## config.mk

```make
export PLATFORM = sky130hd
export DESIGN_NAME = id_stage
export DESIGN_NICKNAME = d
export VERILOG_FILES = /design/src/source/id_pkg.sv /design/src/source/id_ifs.sv /design/src/source/inst_decoder.sv /design/src/source/reg_file.sv /design/src/source/operand_forward.sv /design/src/source/branch_unit.sv /design/src/source/id_stage.sv
export SDC_FILE = /design/constraint.sdc
export NUM_CORES = 2
export LEC_CHECK = 0
export ABC_AREA = 1
export BUFFER_PORTS_ARGS = -buffer_cell sky130_fd_sc_hd__buf_2
export CORE_ASPECT_RATIO = 0.6
export CORE_MARGIN = 2
export CORE_UTILIZATION = 30
export CTS_BUF_LIST = sky130_fd_sc_hd__clkbuf_16
export CTS_CLUSTER_SIZE = 28
export DETAILED_ROUTE_END_ITERATION = 7
export GPL_ROUTABILITY_DRIVEN = 0
export GPL_TIMING_DRIVEN = 0
export PLACE_DENSITY_LB_ADDON = 0.12
export SYNTH_ARGS = -nofsm -noshare
export SYNTH_HDL_FRONTEND = slang
export SYNTH_HIERARCHICAL = 1
export SYNTH_SLANG_ARGS = --single-unit
```

## constraint.sdc

```tcl
create_clock -name clk_i -period 4.19 [get_ports clk_i]
set_input_delay 0.838 -clock clk_i [delete_from_list [all_inputs] [get_ports clk_i]]
set_output_delay 0.838 -clock clk_i [all_outputs]
set_load 0.02 [all_outputs]
```

## src/source/id_pkg.sv

```systemverilog
package id_pkg;

  ////////////////////////////////////////
  // widths

  localparam int XLEN       = 32;
  localparam int REG_ADDR_W = 5;
  localparam int OP_W       = 6;   // primary opcode and function field
  localparam int IMM_W      = 16;
  localparam int JIDX_W     = 26;  // jump index of J and JAL

  typedef logic [XLEN-1:0]       word_t;
  typedef logic [REG_ADDR_W-1:0] reg_addr_t;

  // lsb of each instruction field
  localparam int OP_LSB = 26;
  localparam int RS_LSB = 21;
  localparam int RT_LSB = 16;
  localparam int RD_LSB = 11;
  localparam int SA_LSB = 6;

  localparam reg_addr_t REG_ZERO = 5'd0;
  localparam reg_addr_t REG_LINK = 5'd31;  // JAL and the linking branches

  localparam word_t PC_STEP = 32'd4;

  ////////////////////////////////////////
  // instruction codes

  localparam logic [OP_W-1:0] OPC_SPECIAL = 6'h00;
  localparam logic [OP_W-1:0] OPC_REGIMM  = 6'h01;
  localparam logic [OP_W-1:0] OPC_J       = 6'h02;
  localparam logic [OP_W-1:0] OPC_JAL     = 6'h03;
  localparam logic [OP_W-1:0] OPC_BEQ     = 6'h04;
  localparam logic [OP_W-1:0] OPC_BNE     = 6'h05;
  localparam logic [OP_W-1:0] OPC_BLEZ    = 6'h06;
  localparam logic [OP_W-1:0] OPC_BGTZ    = 6'h07;
  localparam logic [OP_W-1:0] OPC_ADDI    = 6'h08;
  localparam logic [OP_W-1:0] OPC_ADDIU   = 6'h09;
  localparam logic [OP_W-1:0] OPC_SLTI    = 6'h0a;
  localparam logic [OP_W-1:0] OPC_SLTIU   = 6'h0b;
  localparam logic [OP_W-1:0] OPC_ANDI    = 6'h0c;
  localparam logic [OP_W-1:0] OPC_ORI     = 6'h0d;
  localparam logic [OP_W-1:0] OPC_XORI    = 6'h0e;
  localparam logic [OP_W-1:0] OPC_LUI     = 6'h0f;

  localparam logic [OP_W-1:0] FN_SLL  = 6'h00;
  localparam logic [OP_W-1:0] FN_SRL  = 6'h02;
  localparam logic [OP_W-1:0] FN_SRA  = 6'h03;
  localparam logic [OP_W-1:0] FN_SLLV = 6'h04;
  localparam logic [OP_W-1:0] FN_SRLV = 6'h06;
  localparam logic [OP_W-1:0] FN_SRAV = 6'h07;
  localparam logic [OP_W-1:0] FN_JR   = 6'h08;
  localparam logic [OP_W-1:0] FN_JALR = 6'h09;
  localparam logic [OP_W-1:0] FN_ADD  = 6'h20;
  localparam logic [OP_W-1:0] FN_ADDU = 6'h21;
  localparam logic [OP_W-1:0] FN_SUB  = 6'h22;
  localparam logic [OP_W-1:0] FN_SUBU = 6'h23;
  localparam logic [OP_W-1:0] FN_AND  = 6'h24;
  localparam logic [OP_W-1:0] FN_OR   = 6'h25;
  localparam logic [OP_W-1:0] FN_XOR  = 6'h26;
  localparam logic [OP_W-1:0] FN_NOR  = 6'h27;
  localparam logic [OP_W-1:0] FN_SLT  = 6'h2a;
  localparam logic [OP_W-1:0] FN_SLTU = 6'h2b;

  // rt field selects the REGIMM branch
  localparam reg_addr_t RT_BLTZ   = 5'h00;
  localparam reg_addr_t RT_BGEZ   = 5'h01;
  localparam reg_addr_t RT_BLTZAL = 5'h10;
  localparam reg_addr_t RT_BGEZAL = 5'h11;

  typedef enum logic [4:0] {
    NOP, ADD, ADDU, SUB, SUBU, SLT, SLTU,
    AND, OR, XOR, NOR, LUI,
    SLL, SRL, SRA, SLLV, SRLV, SRAV,
    J, JAL, JR, JALR,
    BEQ, BNE, BGTZ, BLEZ, BLTZ, BGEZ, BLTZAL, BGEZAL
  } alu_op_e;

  typedef enum logic [2:0] {
    SEL_NOP,
    SEL_ARITH,
    SEL_LOGIC,
    SEL_SHIFT,
    SEL_JUMP    // branches too
  } alu_sel_e;

endpackage

```

## src/source/id_ifs.sv

```systemverilog
// decoder results, shared by forwarding and branch logic
interface dec_if import id_pkg::*; ();
  alu_op_e   aluop;
  alu_sel_e  alusel;
  logic      reg1_read;
  logic      reg2_read;
  reg_addr_t reg1_addr;
  reg_addr_t reg2_addr;
  word_t     imm;
  logic      wreg;
  reg_addr_t wd;

  modport dec_mp (output aluop, alusel, reg1_read, reg2_read, reg1_addr, reg2_addr,
                  output imm, wreg, wd);
  modport use_mp (input aluop, alusel, reg1_read, reg2_read, reg1_addr, reg2_addr,
                  input imm, wreg, wd);
endinterface

// two dedicated read ports, data returns in the same cycle
interface rf_read_if import id_pkg::*; ();
  reg_addr_t raddr1;
  reg_addr_t raddr2;
  word_t     rdata1;
  word_t     rdata2;

  modport req_mp (output raddr1, raddr2, input rdata1, rdata2);
  modport rsp_mp (input raddr1, raddr2, output rdata1, rdata2);
endinterface

```

## src/source/inst_decoder.sv

```systemverilog
module inst_decoder import id_pkg::*; (
  input  word_t inst_i,
  dec_if.dec_mp dec
);

  logic [OP_W-1:0]       op;
  logic [OP_W-1:0]       func;
  reg_addr_t             rs;
  reg_addr_t             rt;
  reg_addr_t             rd;
  logic [REG_ADDR_W-1:0] sa;
  logic [IMM_W-1:0]      imm16;
  logic                  is_imm;  // primary codes 0x08..0x0f
  alu_op_e               aluop;
  alu_sel_e              alusel;
  logic                  rd1;
  logic                  rd2;
  logic                  r1_rt;   // port 1 takes rt (shifts)
  logic                  r2_rs;   // port 2 takes rs (variable shifts)
  logic                  dst_rt;
  logic                  dst_rd;
  logic                  dst_link;

  assign op    = inst_i[OP_LSB +: OP_W];
  assign rs    = inst_i[RS_LSB +: REG_ADDR_W];
  assign rt    = inst_i[RT_LSB +: REG_ADDR_W];
  assign rd    = inst_i[RD_LSB +: REG_ADDR_W];
  assign sa    = inst_i[SA_LSB +: REG_ADDR_W];
  assign func  = inst_i[OP_W-1:0];
  assign imm16 = inst_i[IMM_W-1:0];

  assign is_imm = op inside {OPC_ADDI, OPC_ADDIU, OPC_SLTI, OPC_SLTIU,
                             OPC_ANDI, OPC_ORI, OPC_XORI, OPC_LUI};

  ////////////////////////////////////////
  // classify

  always_comb begin
    aluop = NOP;  // anything unknown stays NOP
    case (op)
      OPC_SPECIAL: begin
        case (func)
          FN_SLL:  aluop = SLL;
          FN_SRL:  aluop = SRL;
          FN_SRA:  aluop = SRA;
          FN_SLLV: aluop = SLLV;
          FN_SRLV: aluop = SRLV;
          FN_SRAV: aluop = SRAV;
          FN_JR:   aluop = JR;
          FN_JALR: aluop = JALR;
          FN_ADD:  aluop = ADD;
          FN_ADDU: aluop = ADDU;
          FN_SUB:  aluop = SUB;
          FN_SUBU: aluop = SUBU;
          FN_AND:  aluop = AND;
          FN_OR:   aluop = OR;
          FN_XOR:  aluop = XOR;
          FN_NOR:  aluop = NOR;
          FN_SLT:  aluop = SLT;
          FN_SLTU: aluop = SLTU;
          default: aluop = NOP;
        endcase
      end
      OPC_REGIMM: begin
        case (rt)
          RT_BLTZ:   aluop = BLTZ;
          RT_BGEZ:   aluop = BGEZ;
          RT_BLTZAL: aluop = BLTZAL;
          RT_BGEZAL: aluop = BGEZAL;
          default:   aluop = NOP;
        endcase
      end
      OPC_J:     aluop = J;
      OPC_JAL:   aluop = JAL;
      OPC_BEQ:   aluop = BEQ;
      OPC_BNE:   aluop = BNE;
      OPC_BLEZ:  aluop = BLEZ;
      OPC_BGTZ:  aluop = BGTZ;
      OPC_ADDI:  aluop = ADD;   // immediate forms share the register opcode
      OPC_ADDIU: aluop = ADDU;
      OPC_SLTI:  aluop = SLT;
      OPC_SLTIU: aluop = SLTU;
      OPC_ANDI:  aluop = AND;
      OPC_ORI:   aluop = OR;
      OPC_XORI:  aluop = XOR;
      OPC_LUI:   aluop = LUI;
      default:   aluop = NOP;
    endcase
  end

  // unit, read ports and destination follow from the opcode
  always_comb begin
    alusel   = SEL_NOP;
    rd1      = 1'b0;
    rd2      = 1'b0;
    r1_rt    = 1'b0;
    r2_rs    = 1'b0;
    dst_rt   = 1'b0;
    dst_rd   = 1'b0;
    dst_link = 1'b0;
    case (aluop)
      ADD, ADDU, SUB, SUBU, SLT, SLTU, AND, OR, XOR, NOR, LUI: begin
        alusel = (aluop inside {ADD, ADDU, SUB, SUBU, SLT, SLTU}) ? SEL_ARITH : SEL_LOGIC;
        rd1    = 1'b1;
        rd2    = !is_imm;  // immediate rides on port 2
        dst_rt = is_imm;
        dst_rd = !is_imm;
      end
      SLL, SRL, SRA, SLLV, SRLV, SRAV: begin
        alusel = SEL_SHIFT;
        rd1    = 1'b1;
        r1_rt  = 1'b1;
        rd2    = aluop inside {SLLV, SRLV, SRAV};
        r2_rs  = 1'b1;
        dst_rd = 1'b1;
      end
      J, JAL, JR, JALR, BEQ, BNE, BGTZ, BLEZ, BLTZ, BGEZ, BLTZAL, BGEZAL: begin
        alusel   = SEL_JUMP;
        rd1      = !(aluop inside {J, JAL});
        rd2      = aluop inside {BEQ, BNE};
        dst_rd   = aluop == JALR;
        dst_link = aluop inside {JAL, BLTZAL, BGEZAL};
      end
      default: alusel = SEL_NOP;
    endcase
  end

  always_comb begin
    dec.imm = '0;
    if (is_imm) begin
      case (aluop)
        LUI:          dec.imm = {imm16, {(XLEN-IMM_W){1'b0}}};
        AND, OR, XOR: dec.imm = {{(XLEN-IMM_W){1'b0}}, imm16};
        default:      dec.imm = {{(XLEN-IMM_W){imm16[IMM_W-1]}}, imm16};
      endcase
    end else if (aluop inside {SLL, SRL, SRA}) begin
      dec.imm = {{(XLEN-REG_ADDR_W){1'b0}}, sa};  // fixed shift amount
    end
  end

  assign dec.aluop     = aluop;
  assign dec.alusel    = alusel;
  assign dec.reg1_read = rd1;
  assign dec.reg2_read = rd2;
  assign dec.reg1_addr = !rd1 ? REG_ZERO : (r1_rt ? rt : rs);
  assign dec.reg2_addr = !rd2 ? REG_ZERO : (r2_rs ? rs : rt);
  assign dec.wreg      = dst_rt | dst_rd | dst_link;
  assign dec.wd        = dst_rt ? rt : dst_rd ? rd : dst_link ? REG_LINK : REG_ZERO;

  always_comb begin
    assert ($onehot0({dst_rt, dst_rd, dst_link}))
      else $error("more than one destination source selected");
  end

endmodule

```

## src/source/reg_file.sv

```systemverilog
module reg_file import id_pkg::*; (
  input  logic      clk_i,
  input  logic      arst_n_i,
  input  logic      we_i,
  input  reg_addr_t waddr_i,
  input  word_t     wdata_i,
  rf_read_if.rsp_mp rd
);

  word_t regs [2**REG_ADDR_W];

  ////////////////////////////////////////
  // write port

  always_ff @(posedge clk_i or negedge arst_n_i) begin
    if (!arst_n_i) begin
      regs <= '{default: '0};
    end else if (we_i && waddr_i != REG_ZERO) begin
      regs[waddr_i] <= wdata_i;  // r0 is dropped here
    end
  end

  ////////////////////////////////////////
  // read ports, no bypass from the write port

  // r0 stays at its reset value, so it reads zero
  assign rd.rdata1 = regs[rd.raddr1];
  assign rd.rdata2 = regs[rd.raddr2];

  // zero register holds across every write
  a_r0_zero: assert property (@(posedge clk_i) disable iff (!arst_n_i)
    regs[REG_ZERO] == '0)
    else $error("register 0 holds a nonzero value");

endmodule

```

## src/source/operand_forward.sv

```systemverilog
module operand_forward import id_pkg::*; (
  dec_if.use_mp     dec,
  rf_read_if.req_mp rf,
  input  logic      ex_wreg_i,
  input  reg_addr_t ex_wd_i,
  input  word_t     ex_wdata_i,
  input  logic      mem_wreg_i,
  input  reg_addr_t mem_wd_i,
  input  word_t     mem_wdata_i,
  output word_t     reg1_o,
  output word_t     reg2_o
);

  // execute beats memory beats register file, r0 never forwards
  function automatic word_t pick_operand(input logic      rd_en,
                                         input reg_addr_t addr,
                                         input word_t     rf_data,
                                         input word_t     imm);
    if (!rd_en) begin
      return imm;
    end
    if (ex_wreg_i && ex_wd_i != REG_ZERO && ex_wd_i == addr) begin
      return ex_wdata_i;
    end
    if (mem_wreg_i && mem_wd_i != REG_ZERO && mem_wd_i == addr) begin
      return mem_wdata_i;
    end
    return rf_data;
  endfunction

  assign rf.raddr1 = dec.reg1_addr;  // already zero when not read
  assign rf.raddr2 = dec.reg2_addr;

  always_comb begin
    reg1_o = pick_operand(dec.reg1_read, dec.reg1_addr, rf.rdata1, dec.imm);
    reg2_o = pick_operand(dec.reg2_read, dec.reg2_addr, rf.rdata2, dec.imm);
  end

endmodule

```

## src/source/branch_unit.sv

```systemverilog
module branch_unit import id_pkg::*; (
  input  word_t   pc_i,
  input  word_t   inst_i,
  input  alu_op_e aluop_i,
  input  word_t   reg1_i,
  input  word_t   reg2_i,
  output logic    branch_flag_o,
  output word_t   branch_addr_o,
  output word_t   link_addr_o,
  output logic    next_delay_o
);

  word_t pc_4;
  word_t pc_8;
  word_t jump_tgt;
  word_t br_tgt;
  logic  r1_neg;
  logic  r1_zero;
  logic  cond;       // conditional branch taken
  logic  is_branch;
  logic  is_jump;
  logic  links;

  assign pc_4     = pc_i + PC_STEP;
  assign pc_8     = pc_4 + PC_STEP;  // skips the delay slot
  assign jump_tgt = {pc_4[XLEN-1:JIDX_W+2], inst_i[JIDX_W-1:0], 2'b00};
  assign br_tgt   = pc_4 + {{(XLEN-IMM_W-2){inst_i[IMM_W-1]}}, inst_i[IMM_W-1:0], 2'b00};

  assign r1_neg  = reg1_i[XLEN-1];
  assign r1_zero = (reg1_i == '0);

  ////////////////////////////////////////
  // conditions on forwarded operands

  always_comb begin
    case (aluop_i)
      BEQ:          cond = (reg1_i == reg2_i);
      BNE:          cond = (reg1_i != reg2_i);
      BGTZ:         cond = !r1_neg && !r1_zero;
      BLEZ:         cond = r1_neg || r1_zero;
      BLTZ, BLTZAL: cond = r1_neg;
      BGEZ, BGEZAL: cond = !r1_neg;
      default:      cond = 1'b0;
    endcase
  end

  assign is_branch = aluop_i inside {BEQ, BNE, BGTZ, BLEZ, BLTZ, BGEZ, BLTZAL, BGEZAL};
  assign is_jump   = aluop_i inside {J, JAL, JR, JALR};
  assign links     = aluop_i inside {JAL, JALR, BLTZAL, BGEZAL};

  // delay slot follows every branch, taken or not
  assign next_delay_o  = is_branch | is_jump;
  assign branch_flag_o = is_jump | cond;

  always_comb begin
    case (aluop_i)
      J, JAL:  branch_addr_o = jump_tgt;
      JR, JALR: branch_addr_o = reg1_i;
      default: branch_addr_o = (is_branch && cond) ? br_tgt : '0;
    endcase
  end

  assign link_addr_o = links ? pc_8 : '0;

endmodule

```

## src/source/id_stage.sv

```systemverilog
module id_stage import id_pkg::*; (
  input  logic      clk_i,
  input  logic      arst_n_i,
  input  word_t     pc_i,
  input  word_t     inst_i,
  input  logic      in_delay_i,
  input  logic      ex_wreg_i,
  input  reg_addr_t ex_wd_i,
  input  word_t     ex_wdata_i,
  input  logic      mem_wreg_i,
  input  reg_addr_t mem_wd_i,
  input  word_t     mem_wdata_i,
  input  logic      wb_we_i,
  input  reg_addr_t wb_addr_i,
  input  word_t     wb_data_i,
  output alu_op_e   aluop_o,
  output alu_sel_e  alusel_o,
  output word_t     reg1_o,
  output word_t     reg2_o,
  output logic      wreg_o,
  output reg_addr_t wd_o,
  output logic      branch_flag_o,
  output word_t     branch_addr_o,
  output word_t     link_addr_o,
  output logic      next_delay_o,
  output logic      in_delay_o,
  output word_t     inst_o
);

  dec_if     dec_bus ();
  rf_read_if rf_bus ();

  word_t reg1_d;
  word_t reg2_d;
  logic  branch_flag_d;
  word_t branch_addr_d;
  word_t link_addr_d;
  logic  next_delay_d;

  inst_decoder u_decoder (
    .inst_i (inst_i),
    .dec    (dec_bus.dec_mp)
  );

  reg_file u_reg_file (
    .clk_i    (clk_i),
    .arst_n_i (arst_n_i),
    .we_i     (wb_we_i),
    .waddr_i  (wb_addr_i),
    .wdata_i  (wb_data_i),
    .rd       (rf_bus.rsp_mp)
  );

  operand_forward u_forward (
    .dec         (dec_bus.use_mp),
    .rf          (rf_bus.req_mp),
    .ex_wreg_i   (ex_wreg_i),
    .ex_wd_i     (ex_wd_i),
    .ex_wdata_i  (ex_wdata_i),
    .mem_wreg_i  (mem_wreg_i),
    .mem_wd_i    (mem_wd_i),
    .mem_wdata_i (mem_wdata_i),
    .reg1_o      (reg1_d),
    .reg2_o      (reg2_d)
  );

  branch_unit u_branch (
    .pc_i          (pc_i),
    .inst_i        (inst_i),
    .aluop_i       (dec_bus.aluop),
    .reg1_i        (reg1_d),
    .reg2_i        (reg2_d),
    .branch_flag_o (branch_flag_d),
    .branch_addr_o (branch_addr_d),
    .link_addr_o   (link_addr_d),
    .next_delay_o  (next_delay_d)
  );

  ////////////////////////////////////////
  // ID/EX register

  always_ff @(posedge clk_i or negedge arst_n_i) begin
    if (!arst_n_i) begin
      aluop_o       <= NOP;
      alusel_o      <= SEL_NOP;
      reg1_o        <= '0;
      reg2_o        <= '0;
      wreg_o        <= 1'b0;
      wd_o          <= REG_ZERO;
      branch_flag_o <= 1'b0;
      branch_addr_o <= '0;
      link_addr_o   <= '0;
      next_delay_o  <= 1'b0;
      in_delay_o    <= 1'b0;
      inst_o        <= '0;
    end else begin
      aluop_o       <= dec_bus.aluop;
      alusel_o      <= dec_bus.alusel;
      reg1_o        <= reg1_d;
      reg2_o        <= reg2_d;
      wreg_o        <= dec_bus.wreg;
      wd_o          <= dec_bus.wd;
      branch_flag_o <= branch_flag_d;
      branch_addr_o <= branch_addr_d;
      link_addr_o   <= link_addr_d;
      next_delay_o  <= next_delay_d;
      in_delay_o    <= in_delay_i;  // passed through for the next stage
      inst_o        <= inst_i;
    end
  end

  // a taken branch always opens a delay slot
  a_taken_has_slot: assert property (@(posedge clk_i) disable iff (!arst_n_i)
    branch_flag_o |-> next_delay_o)
    else $error("branch taken without delay slot");

endmodule

```

==> metrics <==
pre-CTS setup slack=-4.55 ns; DR vias/cell=around 5.8; Netlist cell types=54; NetSw=between 15 and 20 mW; Area Overhead vs Synth=25.9%; Initial Util=~30%; Cell Area, Synth=just over 0.07 mm2; switch share=43.1%; Post-synth EDFFs=0; Port Buf Inserts=roughly 360; fraction of layout instances using a drive strength above 1=between 15 and 20%; ranking of synthesized cells by area=dfrtp_1 (41%), nand2_1 (25%), nand3_1 (13%), o21ai_0 (5.0%), clkbuf_1 (3.3%); Worst Setup EP=branch_addr_o[26]$_DFF_PN0_; final setup fails=38; Antenna Nets Post-Route=0; Fin. Hold Viols=0; Max clock buf depth=4; H-tree Lvls=4; Yosys reg bits=between 1k and 1.5k; clock latency on the worst-skew pair=around 0.88 ns; yosys warns=6; Critical R2R Capture=branch_addr_o[26]$_DFF_PN0_; CP startpoint=inst_i[31]; Register-to-Register Path Depth=22; drt total wl=462,000 um; crit path max-delay cell type=nor3_4; Yosys top cell area share=between 40% and 50%; Clk pwr share=between 20 and 30%; CP Class=in2reg; Layout Nets=11.8k; asr flop ratio synth=100%; Leak=about 45 nW; DPL Wire Length=between 300,000 and 400,000 um; delay of the slowest cell on the worst path=0.33 ns; ys flop type=dfrtp_1; most numerous cell in the Yosys netlist=nand2_1; Hold Path Stages=1; status=finished, violations left; setup TNS=-51.36 ns; # rows=approximately 140; GR Overflow Total=0; Critical Path Start Type=primary input; worst clock skew=approximately 0.076 ns; GRT Overall Usage=roughly 36%; worst slew pin tran=between 1.5 and 2 ns; Routed wire per std cell=between 30 and 40 um; number of CTS-inserted buffers=144; routed vias=approximately 87k; sequential area share after synthesis=just over 40%; failing checks=DRC, capacitance limit, slew limit, setup timing; Hold Crit Class=in2reg; Post-Synthesis Cells=~11k; initial antenna violation count=41; CP Capture Type=flop; clock edge transition at the registers on the reported setup and hold paths=0.06 ns; required time of the worst setup path=just under 5 ns; largest net degree at the start of global routing=between 150 and 200; die area=approximately 0.25 mm2; CTS tree=done; MaxCap Viol Count=5; CTS Sinks=approximately 1.2k; Worst R2R Setup Slack=~0.7 ns; vias in the first global route=~76k; placed insts=14.5k; cell taking the most area after synthesis=dfrtp_1; 1st-iter DRT viols=16.1k; first-pass GRT wire length=approximately 600,000 um; CORE AREA=0.240 mm2; Peak VDD IR=315 uV; Relative slew margins=-8.16%; Tmin final=5.79 ns; max-slew violation count=46; Comb pwr share=around two fifths; drt drc=8; syn_area_per_cell=between 6 and 7 um2; Chip Width=639 um; total iterations of the first detailed-routing run=8; die extent in y=between 300 and 400 um; IO Pins=approximately 360; root buffer cell=clkbuf_16; RR Startpoint=u_reg_file/regs[292]$_DFFE_PN0P_; Post-Layout Cell Count=around 15k; fmax=roughly 170 MHz; commonest cells in the netlist=nand2_1 (4,769), nand3_1 (1,817), dfrtp_1 (1,201); crit-path max FO=8; Total Power Consumption=~45 mW; Final period util=138%; unrepaired setup endpoints after global routing=yes; Pwr Density=about 490 mW/mm2; critical path arrival=6.54 ns; syn nets=around 11k; Worst Setup Slack, final=-1.60 ns; share of total power in sequential cells=around a third; internal cell power=approximately 26 mW
## routing by layer
layer  vias to the layer above  share of wire (%)  GRT usage, %
met5                         -               0.31          3.51
met4                        27                3.8          11.8
met3                       988                 18          18.7
met2                      7080                 35          42.6
met1                     42600                 43          53.4
li1                      36600                  -             -
## sequential cells by signal, summed over array words and instances (netlist names)
name             cells
reg1_o              32
next_delay_o         1
reg2_o              32
u_reg_file/regs   1024
branch_addr_o       32
in_delay_o           1
branch_flag_o        1
aluop_o              5
alusel_o             3
inst_o              32
link_addr_o         32
wd_o                 5
wreg_o               1
## cells by family (layout without fill, tap and decap cells)
kind of cell               after synthesis  after routing  share of synthesized area, %
adders and majority gates               43             43                         0.751
buffers and inverters                 1217           1986                          6.72
other                                    0             38                             0
AOI/OAI and AO/OA                     1169           1169                          8.27
and+or+nand+nor                       7238           7238                          41.9
xor gates and xnor gates                73             73                         0.944
DFF                                   1201           1201                          41.4
## critical path: cells and delay by family
kind / cells / cell delay, ns
XOR/XNOR: 1 / 0.17
buffers and inverters: 10 / 1.69
AND/OR/NAND/NOR: 34 / 3.72
## power by group through the flow
stage	sequential [mW]	combinational, mW	clock [mW]
after floorplan	15.1	8.23	0
after global placement	15.5	14.3	0
after detailed placement	15.5	14.4	0
after CTS	15.4	15.8	12.6
after global routing	15.7	17.8	13.1
final	15.5	17.2	12.5
## how the worst min path moves through the flow
stage	slack, ns	to	from
final	0.11	in_delay_o$_DFF_PN0_	in_delay_i
after floorplan	0.45	u_reg_file/regs[1000]$_DFFE_PN0P_	u_reg_file/regs[1000]$_DFFE_PN0P_
after global placement	0.46	u_reg_file/regs[1004]$_DFFE_PN0P_	u_reg_file/regs[1004]$_DFFE_PN0P_
after detailed placement	0.47	u_reg_file/regs[1009]$_DFFE_PN0P_	u_reg_file/regs[1009]$_DFFE_PN0P_
after global routing	0.09	in_delay_o$_DFF_PN0_	in_delay_i
after CTS	0.07	in_delay_o$_DFF_PN0_	in_delay_i
## placed cells by master, fill, tap and decap left out, types with 33 or more instances in the layout
cell type / netlist / final
nand2_1: 4769 / 4475
nand3_1: 1817 / 1678
dfrtp_1: 1201 / 1201
o21ai_0: 729 / 725
buf_2: 111 / 479
nor2_1: 424 / 406
a21oi_1: 318 / 316
inv_1: 310 / 309
nand2_2: 32 / 272
clkbuf_1: 631 / 266
clkbuf_16: 0 / 240
nand3_2: 32 / 162
buf_4: 22 / 138
clkbuf_8: 0 / 134
o21ai_1: 77 / 79
clkbuf_4: 0 / 68
nand2_4: 16 / 65
buf_6: 11 / 59
clkinv_1: 34 / 55
nor2_4: 28 / 49
clkbuf_2: 2 / 45
ha_1: 42 / 39
diode_2: 0 / 38
nor2_2: 41 / 38
buf_12: 0 / 34
xor2_1: 35 / 33
## through the flow
| stage | hold WS (ns) | cell area [um2] | util (%) |
|---|---|---|---|
| finish | 0.106 | 91500 | 38.1 |
| global route | 0.0854 | 91400 | 38.1 |
| CTS | 0.0702 | 90000 | 37.5 |
| detailed placement | 0.470 | 81200 | 33.9 |
| global placement | 0.463 | 81000 | 33.7 |
| floorplan | 0.451 | 75200 | - |
## cell type report
type / instances / area [um2]
well taps: 3172 / 3970
repair inverters: 1 / 11.3
inverters: 367 / 1480
fillers: 25300 / 149000
clock buffers: 146 / 3650
repair buffers: 546 / 4180
multi-input cells: 8523 / 39900
diodes: 38 / 95.1
plain buffers: 830 / 7430
flip-flops and latches: 1201 / 30100
clock inverters: 96 / 688
## what timing repair did
item	4_1_cts	5_1_grt
endpoints found under the setup margin	97	80
setup buffers	146	23
pin swaps	90	98
hold buffers	1	0
resized for setup	624	365
cloned	19	5
endpoints found under the hold margin	95	0
Note: power is estimated with default switching activity, not from simulation.
